$ cat config.mk
export PLATFORM = sky130hd
export DESIGN_NAME = issueQueue
export DESIGN_NICKNAME = d
export VERILOG_FILES = /design/src/coreTypesPkg.sv /design/src/issueCfgPkg.sv /design/src/iqControl.sv /design/src/iqEntries.sv /design/src/issueQueue.sv /design/src/oldestSelect.sv /design/src/robIdxCounter.sv
export SDC_FILE = /design/constraint.sdc
export NUM_CORES = 1
export LEC_CHECK = 0
export BUFFER_PORTS_ARGS = -buffer_cell sky130_fd_sc_hd__buf_2
export CAP_MARGIN = 20
export CORE_UTILIZATION = 30
export DETAILED_ROUTE_END_ITERATION = 10
export SLEW_MARGIN = 0
export SYNTH_ARGS = -nofsm -noshare
export SYNTH_HDL_FRONTEND = slang
export SYNTH_SLANG_ARGS = --single-unit
$ cat constraint.sdc
create_clock -name clk -period 5.85 [get_ports clk]
set_input_delay 0.8775 -clock clk [delete_from_list [all_inputs] [get_ports clk]]
set_output_delay 0.8775 -clock clk [all_outputs]
set_load 0.02 [all_outputs]
$ cat src/coreTypesPkg.sv
package coreTypesPkg;

	// ring index value bits for 16 positions
	localparam int ROB_BITS = 4;
	localparam int TAG_BITS = 5;
	localparam int DATA_BITS = 16;

	// position in the upper bits and wrap flag in bit 0
	typedef logic [ROB_BITS:0] robIdxT;
	typedef logic [TAG_BITS-1:0] tagT;
	typedef logic [DATA_BITS-1:0] payloadT;

	// a older than b
	function automatic logic isOlder(robIdxT a, robIdxT b);
		return (a[0] ^ b[0]) ^ (a[ROB_BITS:1] < b[ROB_BITS:1]);
	endfunction

	// wrap flag flips when the position rolls over
	function automatic robIdxT robIdxNext(robIdxT idx);
		logic [ROB_BITS-1:0] pos;
		pos = idx[ROB_BITS:1] + 1'b1;
		return {pos, idx[0] ^ (&idx[ROB_BITS:1])};
	endfunction

endpackage

$ cat src/issueCfgPkg.sv
package issueCfgPkg;

	localparam int IQ_SIZE = 8;
	localparam int IQ_IDX_BITS = $clog2(IQ_SIZE);

	// select tree depth and node count in heap layout
	localparam int IQ_LEVELS = 3;
	localparam int IQ_NODES = 2 * IQ_SIZE - 1;

	typedef logic [IQ_IDX_BITS-1:0] entryIdxT;
	typedef logic [IQ_SIZE-1:0] entryMaskT;

	typedef enum logic {
		IQ_RUN,
		IQ_SQUASH
	} iqStateT;

endpackage

$ cat src/iqControl.sv
`timescale 1ns/1ps

module iqControl
	import coreTypesPkg::*;
	import issueCfgPkg::*;
(
	input logic clk,
	input logic reset_i,
	input logic redirect_i,
	input robIdxT redirectRobIdx_i,
	input logic queueFull_i,
	input logic stall_i,
	output logic enqAllowed_o,
	output logic issueAllowed_o,
	output logic squash_o,
	output robIdxT squashIdx_o,
	output logic full_o
);

	iqStateT state;
	iqStateT stateNext;

	always_comb begin
		stateNext = state;
		case (state)
			IQ_RUN: begin
				if (redirect_i) begin
					stateNext = IQ_SQUASH;
				end
			end
			// squash lasts exactly one cycle
			IQ_SQUASH: stateNext = IQ_RUN;
			default: stateNext = IQ_RUN;
		endcase
	end

	always_ff @(posedge clk) begin
		if (reset_i) begin
			state <= IQ_RUN;
		end else begin
			state <= stateNext;
		end
	end

	// redirect index held for the squash cycle
	always_ff @(posedge clk) begin
		if (state == IQ_RUN && redirect_i) begin
			squashIdx_o <= redirectRobIdx_i;
		end
	end

	assign squash_o = state == IQ_SQUASH;
	assign full_o = queueFull_i || squash_o;
	assign enqAllowed_o = !full_o;
	assign issueAllowed_o = !squash_o && !stall_i;

	assert property (@(posedge clk) disable iff (reset_i)
		squash_o |=> !squash_o)
		else $error("iqControl: squash held two cycles");

endmodule

$ cat src/iqEntries.sv
`timescale 1ns/1ps

module iqEntries
	import coreTypesPkg::*;
	import issueCfgPkg::*;
(
	input logic clk,
	input logic reset_i,
	input logic enq_i,
	input logic enqAllowed_i,
	input payloadT enqPayload_i,
	input tagT enqSrcTag_i,
	input logic enqSrcReady_i,
	input robIdxT allocIdx_i,
	input logic wakeup_i,
	input tagT wakeupTag_i,
	input logic issue_i,
	input entryIdxT issueEntry_i,
	input logic squash_i,
	input robIdxT squashIdx_i,
	output entryMaskT readyMask_o,
	output robIdxT [IQ_SIZE-1:0] entryAge_o,
	output payloadT issuePayload_o,
	output robIdxT issueRobIdx_o,
	output logic queueFull_o,
	output logic enqAccepted_o
);

	entryMaskT valid;
	entryMaskT ready;
	tagT [IQ_SIZE-1:0] srcTag;
	robIdxT [IQ_SIZE-1:0] age;
	payloadT [IQ_SIZE-1:0] payload;

	entryMaskT freeOneHot;
	entryMaskT writeMask;
	entryMaskT issueMask;
	entryMaskT youngerMask;
	logic wakeNew;

	assign queueFull_o = &valid;
	assign enqAccepted_o = enq_i && enqAllowed_i;

	// lowest free entry wins
	assign freeOneHot[0] = ~valid[0];
	for (genvar i = 1; i < IQ_SIZE; i++) begin : gFree
		assign freeOneHot[i] = ~valid[i] & (&valid[i-1:0]);
	end

	assign writeMask = enqAccepted_o ? freeOneHot : '0;
	assign issueMask = issue_i ? entryMaskT'(1) << issueEntry_i : '0;

	// broadcast in the enqueue cycle also counts
	assign wakeNew = wakeup_i && wakeupTag_i == enqSrcTag_i;

	always_comb begin
		youngerMask = '0;
		for (int i = 0; i < IQ_SIZE; i++) begin
			youngerMask[i] = squash_i && isOlder(squashIdx_i, age[i]);
		end
	end

	always_ff @(posedge clk) begin
		if (reset_i) begin
			valid <= '0;
		end else begin
			valid <= (valid & ~issueMask & ~youngerMask) | writeMask;
		end
	end

	always_ff @(posedge clk) begin
		for (int i = 0; i < IQ_SIZE; i++) begin
			if (writeMask[i]) begin
				payload[i] <= enqPayload_i;
				srcTag[i] <= enqSrcTag_i;
				age[i] <= allocIdx_i;
				ready[i] <= enqSrcReady_i || wakeNew;
			end else if (wakeup_i && srcTag[i] == wakeupTag_i) begin
				ready[i] <= 1'b1;
			end
		end
	end

	assign readyMask_o = valid & ready;
	assign entryAge_o = age;

	// payload of the selected entry
	assign issuePayload_o = payload[issueEntry_i];
	assign issueRobIdx_o = age[issueEntry_i];

	// selector and control must agree on the issued slot
	assert property (@(posedge clk) disable iff (reset_i)
		issue_i |-> valid[issueEntry_i] && ready[issueEntry_i])
		else $error("iqEntries: issue of an entry that is not ready");

	assert property (@(posedge clk) disable iff (reset_i)
		enqAccepted_o |-> !squash_i && |freeOneHot)
		else $error("iqEntries: enqueue without a free entry");

endmodule

$ cat src/issueQueue.sv
`timescale 1ns/1ps

module issueQueue
	import coreTypesPkg::*;
	import issueCfgPkg::*;
(
	input logic clk,
	input logic reset_i,
	input logic enq_i,
	input payloadT enqPayload_i,
	input tagT enqSrcTag_i,
	input logic enqSrcReady_i,
	input logic wakeup_i,
	input tagT wakeupTag_i,
	input logic stall_i,
	input logic redirect_i,
	input robIdxT redirectRobIdx_i,
	output logic full_o,
	output logic issue_o,
	output payloadT issuePayload_o,
	output robIdxT issueRobIdx_o
);

	robIdxT allocIdx;
	logic enqAllowed;
	logic enqAccepted;
	logic issueAllowed;
	logic squash;
	robIdxT squashIdx;
	logic queueFull;
	entryMaskT readyMask;
	robIdxT [IQ_SIZE-1:0] entryAge;
	logic selValid;
	entryIdxT selEntry;

	// oldest ready entry goes out unless stalled or squashing
	assign issue_o = selValid && issueAllowed;

	robIdxCounter robIdx0 (
		.clk(clk),
		.reset_i(reset_i),
		.advance_i(enqAccepted),
		.rewind_i(squash),
		.rewindIdx_i(squashIdx),
		.allocIdx_o(allocIdx)
	);

	iqControl control0 (
		.clk(clk),
		.reset_i(reset_i),
		.redirect_i(redirect_i),
		.redirectRobIdx_i(redirectRobIdx_i),
		.queueFull_i(queueFull),
		.stall_i(stall_i),
		.enqAllowed_o(enqAllowed),
		.issueAllowed_o(issueAllowed),
		.squash_o(squash),
		.squashIdx_o(squashIdx),
		.full_o(full_o)
	);

	iqEntries entries0 (
		.clk(clk),
		.reset_i(reset_i),
		.enq_i(enq_i),
		.enqAllowed_i(enqAllowed),
		.enqPayload_i(enqPayload_i),
		.enqSrcTag_i(enqSrcTag_i),
		.enqSrcReady_i(enqSrcReady_i),
		.allocIdx_i(allocIdx),
		.wakeup_i(wakeup_i),
		.wakeupTag_i(wakeupTag_i),
		.issue_i(issue_o),
		.issueEntry_i(selEntry),
		.squash_i(squash),
		.squashIdx_i(squashIdx),
		.readyMask_o(readyMask),
		.entryAge_o(entryAge),
		.issuePayload_o(issuePayload_o),
		.issueRobIdx_o(issueRobIdx_o),
		.queueFull_o(queueFull),
		.enqAccepted_o(enqAccepted)
	);

	oldestSelect select0 (
		.readyMask_i(readyMask),
		.entryAge_i(entryAge),
		.selValid_o(selValid),
		.selEntry_o(selEntry)
	);

endmodule

$ cat src/oldestSelect.sv
`timescale 1ns/1ps

module oldestSelect
	import coreTypesPkg::*;
	import issueCfgPkg::*;
(
	input entryMaskT readyMask_i,
	input robIdxT [IQ_SIZE-1:0] entryAge_i,
	output logic selValid_o,
	output entryIdxT selEntry_o
);

	// heap of nodes with root at 0 and leaves from IQ_SIZE-1
	logic [IQ_NODES-1:0] nodeValid;
	robIdxT [IQ_NODES-1:0] nodeAge;
	entryIdxT [IQ_NODES-1:0] nodeIdx;

	for (genvar i = 0; i < IQ_SIZE; i++) begin : gLeaf
		assign nodeValid[IQ_SIZE-1+i] = readyMask_i[i];
		assign nodeAge[IQ_SIZE-1+i] = entryAge_i[i];
		assign nodeIdx[IQ_SIZE-1+i] = entryIdxT'(i);
	end

	for (genvar lv = 0; lv < IQ_LEVELS; lv++) begin : gLevel
		for (genvar n = 0; n < (1 << lv); n++) begin : gNode
			logic leftOk;
			logic rightOk;
			logic pickRight;

			assign leftOk = nodeValid[2*((1<<lv)-1+n)+1];
			assign rightOk = nodeValid[2*((1<<lv)-1+n)+2];

			// not ready always loses and ties go left
			assign pickRight = rightOk && (!leftOk ||
				isOlder(nodeAge[2*((1<<lv)-1+n)+2], nodeAge[2*((1<<lv)-1+n)+1]));

			assign nodeValid[(1<<lv)-1+n] = leftOk || rightOk;
			assign nodeAge[(1<<lv)-1+n] = pickRight ?
				nodeAge[2*((1<<lv)-1+n)+2] : nodeAge[2*((1<<lv)-1+n)+1];
			assign nodeIdx[(1<<lv)-1+n] = pickRight ?
				nodeIdx[2*((1<<lv)-1+n)+2] : nodeIdx[2*((1<<lv)-1+n)+1];
		end
	end

	assign selValid_o = nodeValid[0];
	assign selEntry_o = nodeIdx[0];

endmodule

$ cat src/robIdxCounter.sv
`timescale 1ns/1ps

module robIdxCounter
	import coreTypesPkg::*;
(
	input logic clk,
	input logic reset_i,
	input logic advance_i,
	input logic rewind_i,
	input robIdxT rewindIdx_i,
	output robIdxT allocIdx_o
);

	robIdxT baseIdx;

	// rewind restarts just past the redirect index
	assign baseIdx = rewind_i ? rewindIdx_i : allocIdx_o;

	always_ff @(posedge clk) begin
		if (reset_i) begin
			allocIdx_o <= '0;
		end else if (advance_i || rewind_i) begin
			allocIdx_o <= robIdxNext(baseIdx);
		end
	end

	// enqueue is blocked while the squash is applied
	assert property (@(posedge clk) disable iff (reset_i)
		!(advance_i && rewind_i))
		else $error("robIdxCounter: advance during rewind");

endmodule
# Word-level counts from Yosys, hierarchy flattened
# Cells that the tools add are included.
# word_totals
wordCells,225
register_bits,235
input_bits,38
output_inout_bits,23
# classes
add_sub_neg,1
n_mux,38
n_reduce_logical,71
n_eq_ne,9
n_shift,1
magnitude_cmp,16
bitwise,53
# ops
operator,count
< comparator 4 bit,15
binary-select mux 16 bit (select 3 bit),1
equality test 5 bit,9
two-way mux 5 bit,8
XOR 1 bit,31
logical AND 1 bit,28
AND 8 bit,3
two-way mux 1 bit,21
logical OR 1 bit,17
two-way mux 16 bit,1
two-way mux 8 bit,2
NOT 8 bit,2
nonzero test 2 bit,8
binary-select mux 5 bit (select 3 bit),1
zero test 1 bit,10
NOT 1 bit,9
bitwise OR 8 bit,1
AND reduction 4 bit,2
AND reduction 8 bit,1
"left shift 1 x 3 -> 8 bit, first input constant",1
AND 1 bit,7
AND reduction 7 bit,1
AND reduction 6 bit,1
AND reduction 5 bit,1
other kinds (7),8

# Depth between registers and ports, before layout
# Gate-level depths: netlist of run 1.
# depth
depth_word,21
depth_mapped,27
depth_no_buf,25

# Cells and area by module
# Synthesis of run 1 repeated with hierarchy kept, for this count alone.
# unflattened
cells_unflattened,771
hier_area_um2,11683.7
# by_module_without_submodules
mod,instances,area_per_inst_um2,seq_area_each_um2,cells_each
iqEntries,1,9771.9,6646.4,560
oldestSelect,1,1360.1,0.0,159
robIdxCounter,1,347.8,100.1,40
iqControl,1,197.7,170.2,11
issueQueue,1,6.3,0.0,1

# Worst setup path before layout of run 1
# OpenSTA, ideal clock, no wires.
# synth_path
path_type,register to output
startpoint,"reg entries0.age, in the netlist entries0.entryAge_o[8]"
endpoint,out issuePayload_o[0]
t_required_ns,4.973
path_buffers,3
arrival_ns,5.284
setup_slack_ns,-0.312
path_stages_with_launch,24
cell_sequence,edfxtp_1 > ha_1 > nand2_1 > o21ai_1 > mux2i_1 > nand2_1 > a21oi_1 > ha_1 > a21o_1 > a21oi_1 > o21ai_0 > a211oi_1 > clkbuf_1 > o21ai_0 > ha_1 > nand3_1 > a211o_1 > o211ai_4 > mux2_2 > nor3_4 > buf_6 > buf_6 > a221oi_1 > a21oi_1
# synth_between
elab_chain_len,17
word_cells_on_any_way,21
cone_classes,order compare (3); mux (7); bitwise (5); reduce/logical (6)
# synth_lines
item,line,text
start: declaration,iqEntries.sv:32,robIdxT [IQ_SIZE-1:0] age;
start signal: indexed assignment,iqEntries.sv:76,age[i] <= allocIdx_i;
< comparator 4 bit,coreTypesPkg.sv:15,return (a[0] ^ b[0]) ^ (a[ROB_BITS:1] < b[ROB_BITS:1]);
XOR 1 bit,coreTypesPkg.sv:15,
logical OR 1 bit,oldestSelect.sv:34,assign pickRight = rightOk && (!leftOk ||
logical AND 1 bit,oldestSelect.sv:34,
two-way mux 5 bit,oldestSelect.sv:38,assign nodeAge[(1<<lv)-1+n] = pickRight ?
< comparator 4 bit or XOR 1 bit (tied branches),coreTypesPkg.sv:15,
XOR 1 bit,coreTypesPkg.sv:15,
logical OR 1 bit,oldestSelect.sv:34,
logical AND 1 bit,oldestSelect.sv:34,
two-way mux 5 bit,oldestSelect.sv:38,
< comparator 4 bit or XOR 1 bit (tied branches),coreTypesPkg.sv:15,
XOR 1 bit,coreTypesPkg.sv:15,
logical OR 1 bit,oldestSelect.sv:34,
logical AND 1 bit,oldestSelect.sv:34,
two-way mux 3 bit *,oldestSelect.sv:40,assign nodeIdx[(1<<lv)-1+n] = pickRight ?
binary-select mux 16 bit (select 3 bit) *,iqEntries.sv:88,assign issuePayload_o = payload[issueEntry_i];
two-way mux 16 bit (implied by the code) *,iqEntries.sv:88,
end: declaration,issueQueue.sv:20,"output payloadT issuePayload_o,"
# Mark *: on every way between the ends. The rest lies on a longest branch, timed or not. The select of a mux whose other input is x is not followed.

# Worst setup path in the final report of run 1
# layout_path
startpoint,"reg entries0.age, in the netlist entries0.entryAge_o[38]"
endpoint,out issuePayload_o[9]
# The elaborated chain is that of the path after synthesis.

==> run summary, run 1 <==
The flow ran to the end, but the final reports show violations. The checks that failed: negative setup slack. From bottom edge to top edge, the die measures 198 µm. Synthesis inferred 235 register bits. The number of antenna violations at the first check in global routing was 2.

For the final database, setup skew stands at 0.0113 ns. Total power per unit cell area: 251 nW/µm². Hold timing on the final database bottoms out at a slack of 0.518 ns. The logs give 0 for the final number of hold-violating endpoints and 0 for the count of warnings emitted by yosys. For met1 alone, demand over resource in global routing was 21.4%.

By area the synthesized netlist is led by edfxtp_1, ha_1, xor2_1, a221oi_2, xnor2_1. The via count of the first global-routing pass is 7,940. The worst register-to-register path has a depth of 24.

After filler insertion, the fill cell instance count of the layout stands at 3,586. Counting every sink on the clock net gives 235. Synthesis produced a netlist with a net count of 945.

The number of cells produced by synthesis is 861. In the global route stage, overall resource usage came out at 15.5%. The met3 track demand over resource in global routing is 2.36%. The maximum net fanout on the critical path is 7, and the post-layout minimum cycle time is 6.80 ns. Data arrives at the worst endpoint at 5.93 ns.

The final layout contains routed wiring with a total length of 30,900 µm. edfxtp_1 takes more of the synthesized area than any other cell. The number of failing setup endpoints in the final timing report was 21. The tools report the synthesized area as 11,500 µm². The clock transition at the registers of the reported paths came out at 0.06 ns. The number of design rule violations left after detail routing is 0, and the count of cells along the worst hold path is 1. The tool flagged a number of max-cap violations equal to 0.

At the pin with the least slew margin, the transition time is 1.11 ns. For the minimum setup slack in the final design, the log shows -0.954 ns. By count the netlist is led by edfxtp_1, nand2_1, a21oi_1. The tools report the wire length of the first global-routing pass as 46,200 µm. After the last flow step, the layout net total stands at 1,176.

Setup repair after global routing could not meet its margin everywhere. The cell sitting at the root of the clock tree is a clkbuf_16. The fraction of the yosys area taken by sequential cells was 60.2%. The floorplan step defined a die boundary enclosing 39,100 µm². Global routing finished with a remaining overflow of 0.

For the initial standard-cell utilization of the core, the log shows 30.5%. For this design the top-level I/O count stands at 61. Among all flip-flop cells after synthesis, the most frequent one is edfxtp_1.

The critical path class is flop to output pin. The initialized floorplan defines 71 standard-cell rows. The number of max-slew violations in the final report came out at 0. The number of iterations in the first detailed-routing pass came out at 5. The reported leakage power is 5.55 nW, and the area of all placed cells without fillers is 15,000 µm².

The most repeated cell in the gate-level netlist after synthesis is edfxtp_1. Each instance of the synthesized netlist takes up on average 13.3 µm². Horizontal extent of the die: 198 µm.

The clock reaches the later pin of the worst-skew pair after 0.54 ns. In this run the cell area measured after placement is 13,600 µm². The ratio of routed vias to standard cells is 4.99.

The layer carrying the most global-route usage is met2. The routed layout has 8,108 vias. The remaining antenna violation count is 0, and the deepest clock path buffer count is 3.

The critical path launch point type is a flop. The run gives 37,700 µm² as the core box area. The first routing iteration left 511 violations. Counting flops with an async set or reset pin after synthesis yields a share of 0%. Based on the critical path, the design can be clocked at up to 147 MHz. In the final layout, the share of cells above drive strength 1 is 36.2%. After synthesis, the largest area contributor takes up 57.8% of total cell area. For the total number of H-tree levels, the log shows 1.

The area growth from synthesis to layout is 30.6%. Average routed wire per standard cell: 19.1 µm. Dividing the final minimum period by the clock period gives 116%. Across the VDD grid, the largest voltage drop is 0.000242 V. Count of flip-flops with a built-in enable after synthesis: 221.

TritonCTS built the clock tree. STA classifies the critical path endpoint as an output pin. Number of hold-repair buffers added at the cts stage: 0. The post-layout total power came out at 3.76 mW. The placed wire-length estimate is 21,100 µm, and the fraction of met2 tracks used by global routing is 25.4%.

The worst hold path belongs to the class primary input to flop. The maximum number of pins on one net before global-route repair is 30. Clock tree synthesis inserted a total of 26 buffers. STA puts the critical path data required time at 4.97 ns. The quantity of I/O buffers inserted on ports came out at 60.

After synthesis, the netlist uses 64 different library cells. Headroom to the max-slew limit came out at 26.0%. At the end of the flow the core is filled with cells to 39.8%.

Global placement routability congestion: 0.912.
-- area by class of cell --
class / count / area [µm²] / area share (%)
diodes: 1 / 2.50 / 0.0167
clock buffers: 33 / 677 / 4.51
clock inverters: 15 / 113 / 0.751
inverters: 31 / 116 / 0.776
multi-input cells: 559 / 4700 / 31.3
flip-flops and latches: 235 / 6920 / 46.1
well taps: 511 / 639 / 4.26
repair buffers: 239 / 1840 / 12.3
-- worst max-delay path, stage by stage (launching register included) --
cell,delay (ns)
edfxtp_1,0.43
ha_4,0.30
nand2_2,0.06
o21ai_4,0.23
mux2i_4,0.31
nor2_4,0.08
o21ai_1,0.22
ha_1,0.30
a21o_1,0.19
a21oi_2,0.15
nor2_1,0.08
mux2i_2,0.22
nand4_4,0.23
nor2_2,0.18
a21oi_2,0.05
ha_1,0.30
nand3_2,0.09
buf_6,0.13
o211ai_4,0.31
mux2i_4,0.31
nor3_4,0.06
buf_6,0.13
buf_12,0.13
buf_8,0.13
a221o_1,0.32
a221oi_2,0.20
a21oi_2,0.05
buf_4,0.16
-- registers in the layout (all words and copies together), names as in the netlist --
signal                cells
control0.squashIdx_o      5
control0.squash_o         1
robIdx0.allocIdx_o        5
entries0.ready            8
entries0.srcTag          40
entries0.entryAge_o      40
entries0.valid            8
entries0.payload        128
-- report_power, final --
part | internal (mW) | switching, mW
clock network | 0.864 | 0.657
logic | 0.144 | 0.188
registers | 1.88 | 0.0305
total | 2.88 | 0.875
-- cells in the final DEF, fill, tap and decap left out, types with 17 or more instances in the layout --
cell / instances
nand2_1: 61
a221oi_1: 17
nor2_1: 23
clkbuf_16: 27
a21oi_1: 29
a221o_1: 21
a21oi_2: 31
a21o_1: 19
xor2_1: 39
a221oi_2: 28
buf_4: 169
ha_1: 42
buf_2: 49
xnor2_1: 35
a22oi_1: 19
inv_1: 30
edfxtp_1: 221
-- worst paths after layout --
kind                                       endpoint  slack [ns]                          startpoint
setup / recovery                  issuePayload_o[9]       -0.95   entries0.entryAge_o[38]$_DFFE_PP_
hold / removal    control0.squashIdx_o[2]$_DFFE_PP_        0.52                 redirectRobIdx_i[2]
setup reg to reg       entries0.valid[6]$_SDFF_PP0_        0.64   entries0.entryAge_o[38]$_DFFE_PP_
hold reg to reg   entries0.entryAge_o[15]$_DFFE_PP_        0.62  robIdx0.allocIdx_o[0]$_SDFFE_PP0P_
-- cell families (layout without fill, tap and decap cells) --
logic type,after synthesis,after routing,synth area share (%)
other,0,1,0
AND/OR/NAND/NOR,180,180,7.80
flip-flops,235,235,60.2
AO/OA/AOI/OAI,242,242,16.8
buffers and inverters,67,318,2.69
multiplexers,12,12,1.11
XOR/XNOR,79,79,6.32
adder cells (fa/ha/maj),46,46,5.01
-- through the flow --
stage / worst slack, ns / TNS, ns / std cells
after global routing: -1.24 / -24.86 / 1623
after detailed placement: -0.566 / -10.91 / 1556
after CTS: -0.839 / -16.80 / 1614
after floorplan: 0.00301 / 0 / 861
after global placement: -0.436 / -8.53 / 1556
final: -0.954 / -18.50 / 1624
-- timing repair --
item | CTS | global route
setup buffers | 10 | 7
resized for setup | 34 | 57
setup endpoints to repair | 21 | 21
pin swaps | 10 | 25
hold endpoints to repair | 0 | 0
gates cloned | 0 | 1
-- metal layers --
layer	wire length, µm	share of wire (%)
met2	14600	47
met1	14300	46
met4	629	2.0
met5	12	0.039
met3	1420	4.6
No activity file was read; power rests on OpenSTA's default activity.
==> run 2, diff against run 1 <==
- RECOVER_POWER: not set -> 50
==> run 2 against run 1 <==
Against the previous run:
- the flow still finishes with violations (negative setup slack)
- sequential cell count unchanged
- routed wire length down 0.11%
- largest power group unchanged
- total power about the same
- critical path type unchanged
- combinational power about the same
- non-clock buffer count unchanged
- sequential power about the same
- clock skew about the same
- via count down 0.14%
- global-route usage unchanged
- sequential share of layout area up 0.13 points
- utilization down 0.11 points
==> run summary, run 2 (synthesis gave the netlist of run 1 again) <==
The flow ran to the end, but the final reports show violations. The final reports fail on negative setup slack. In this run, flip-flops and latches consume 50.7% of the power. The number of buffers and inverters on the critical path is 5. From bottom edge to top edge, the die measures 198 µm. The run gives 2 as the number of antenna violations at the first check in global routing. Among the stages of the critical path, the cell type that occurs most often is a21oi_2. The core box area is 37,700 µm². The largest individual stage delay along the critical path comes from the cell edfxtp_1.

Wires add up to 30,900 µm. More flip-flops sit in one register than any other, and that register is entries0.payload. Routability-driven placement finished with a final weighted congestion of 0.912.

The critical path crosses 27 cells after its start point. The reg2reg setup slack is 0.62 ns, and the maximum ir drop on the vdd rail is 0.000243 V. The average routed wire per standard cell was 19.0 µm; the relative max-transition margin was 25.2%. In this run the worst setup path begins at entries0.entryAge_o[38]$_DFFE_PP_. The final number of hold-violating endpoints was 0.

Post-layout total power: 3.76 mW. The actual slew at the worst max-slew pin is 1.12 ns, and the reported leakage power is 5.48 nW. The worst setup path is launched from a flop.

The run gives 235 as the number of clock sinks. The path class of the tightest hold or removal check is primary input to flop. Cell internal power was estimated by the tool at 2.88 mW.

The cell sitting at the root of the clock tree is a clkbuf_16. The total power per unit cell area works out to 251 nW/µm². The number of flip-flops under the largest register name is 128. Per report_power, the combinational group accounts for 8.8% of the total. Summing all placed instances gives a cell area of 13,600 µm².

The violation count after the first detailed-routing iteration is 518, and the highest cell delay on the worst timing path is 0.43 ns. Critical register-to-register path endpoint: entries0.valid[4]$_SDFF_PP0_. Setup violations remaining at the end of the flow were counted as 21. Switching power: 0.876 mW. For the final routed database, the setup TNS stands at -18.82 ns. The switching part of the total power is 23.3%. TritonCTS created 26 clock buffers. For the number of design rule violations left after detail routing, the log shows 0. The top cell types in the final layout, fill and taps aside, are edfxtp_1, buf_4, nand2_1, ha_1, xor2_1. Max-cap violations in this run came to 0.

The worst path uses 117% of the clock period. For the via count of the first global-routing pass, the log shows 7,940. The horizontal extent of the die was 198 µm; the deepest clock path buffer count was 3. The quantity of I/O buffers inserted on ports came out at 60.

The minimum setup slack in the final design was -0.971 ns. The tools report the die area as 39,100 µm². Among cell families on the critical path, the largest total delay comes from compound AO/OA/AOI/OAI gates. For the number of hold-repair buffers added at the cts stage, the log shows 0. Once detailed placement completed, the half-perimeter wirelength came to 21,100 µm. The net count of the finished layout was 1,176; the total number of H-tree levels was 1. The critical path class was flop to output pin. Along the worst path, the maximum fanout reaches 7. The first global-routing pass estimated 46,200 µm of wire.

Static timing analysis puts the maximum clock frequency at 147 MHz. Via total after detailed routing: 8,097. Number of max-slew violations in the final report: 0. The tools report the endpoint kind of the worst setup timing path as an output pin. The critical path ends at issuePayload_o[9]. Hold is met by 0.518 ns. For the global-route usage over all layers, the log shows 15.5%.

The share of total power dissipated in the clock network is 40.5%. The relative area change from synthesis to final layout is 30.2%, and the area of all placed cells without fillers is 15,000 µm². The count of cells along the worst hold path was 1. Entering global routing, the biggest net connects 30 pins. The final worst clock skew is 0.0114 ns. The clock transition at the registers of the reported paths is 0.06 ns. Leaving out fill and tap cells, the most frequent cell in the layout is edfxtp_1. Setup repair after global routing could not meet its margin everywhere. In this run the core area contains 71 standard-cell rows. Data arrives at the worst endpoint at 5.94 ns. For the insertion delay to the later sink of the worst-skew pair, the log shows 0.54 ns. Counting I/O delays and the setup requirement, the final critical path takes 6.82 ns. The required time at the worst-slack endpoint is 4.97 ns, and the number of iterations in the first detailed-routing pass is 5. TritonCTS built the clock tree. For the worst flop-to-flop path, the logic depth is 24.

Of the cells placed in the final design, the portion with a size suffix greater than 1 is 34.1%. The startpoint of the lowest-slack register-to-register path is entries0.entryAge_o[38]$_DFFE_PP_. The logs give 0 for the remaining antenna violation count and 0 for the remaining global-route overflow. Using the TritonRoute via totals, the vias-per-cell ratio works out to 4.99. 61 I/O pins were placed. The initial utilization of the core area, before any placement, comes to 30.5%.
-- run 2: changes by cell type in the layout (fill, tap and decap cells not counted) --
cell / before / now
nor3b_1: 1 / 2
buf_4: 169 / 168
buf_6: 11 / 10
buf_2: 49 / 28
nor3b_2: 4 / 3
clkbuf_1: 7 / 30
-- run 2: worst min-delay path by stage --
stage / from / to / slack (ns)
2_1_floorplan: robIdx0.allocIdx_o[2]$_SDFFE_PP0P_ / robIdx0.allocIdx_o[2]$_SDFFE_PP0P_ / 0.51
3_5_place_dp: robIdx0.allocIdx_o[0]$_SDFFE_PP0P_ / entries0.entryAge_o[25]$_DFFE_PP_ / 0.63
5_1_grt: redirectRobIdx_i[2] / control0.squashIdx_o[2]$_DFFE_PP_ / 0.50
6_report: redirectRobIdx_i[2] / control0.squashIdx_o[2]$_DFFE_PP_ / 0.52
4_1_cts: redirectRobIdx_i[4] / control0.squashIdx_o[4]$_DFFE_PP_ / 0.50
3_3_place_gp: robIdx0.allocIdx_o[0]$_SDFFE_PP0P_ / entries0.entryAge_o[20]$_DFFE_PP_ / 0.62
-- run 2: worst register-to-register path, cell delays in order, from the launching register on --
cell	delay, ns
edfxtp_1	0.43
ha_4	0.30
nand2_2	0.06
o21ai_4	0.24
mux2i_4	0.31
nor2_4	0.08
o21ai_1	0.23
ha_1	0.30
a21o_1	0.19
a21oi_2	0.15
nor2_1	0.08
mux2i_2	0.22
nand4_4	0.23
nor2_2	0.15
a21oi_2	0.06
ha_1	0.33
a21o_1	0.18
a21oi_2	0.18
o211ai_4	0.16
xor2_1	0.22
buf_4	0.17
a21oi_4	0.26
buf_4	0.24
and2_1	0.23
a211oi_1	0.11
-- run 2: cell type report --
cell class / instances / area [µm²]
Multi-Input combinational cell: 559 / 4690
Timing Repair Buffer: 239 / 1800
Antenna cell: 1 / 2.50
Clock inverter: 15 / 113
Tap cell: 511 / 639
Clock buffer: 33 / 677
Inverter: 31 / 116
Sequential cell: 235 / 6920
Fill cell: 3596 / 22700
-- run 2: metal layers --
metal | GRT usage (%) | routed length, µm | up-vias
met1 | 21.4 | 14300 | 4028
li1 | - | - | 3830
met5 | 0 | 12 | -
met2 | 25.4 | 14500 | 193
met3 | 2.36 | 1470 | 44
met4 | 3.59 | 619 | 2
-- run 2: metrics by stage --
step / util [%] / setup slack [ns] / instances
final: 39.7 / -0.971 / 1624
after global routing: 39.7 / -1.24 / 1623
after CTS: 38.9 / -0.839 / 1614
after detailed placement: 36.2 / -0.566 / 1556
after global placement: 36.2 / -0.436 / 1556
after floorplan: - / 0.00301 / 861
-- run 2: power by group through the flow --
| stage | Combinational (mW) | Clock [mW] | Sequential, mW |
|---|---|---|---|
| global placement | 0.305 | 0 | 1.94 |
| CTS | 0.316 | 1.55 | 1.91 |
| global route | 0.359 | 1.62 | 1.91 |
| finish | 0.329 | 1.52 | 1.91 |
| detailed placement | 0.308 | 0 | 1.94 |
| floorplan | 0.183 | 0 | 1.93 |
-- run 2: timing repair --
item / CTS / global route
gates cloned: 0 / 1
endpoints found under the setup margin: 21 / 21
gates resized for setup: 34 / 57
pin swaps: 10 / 25
setup buffers: 10 / 7
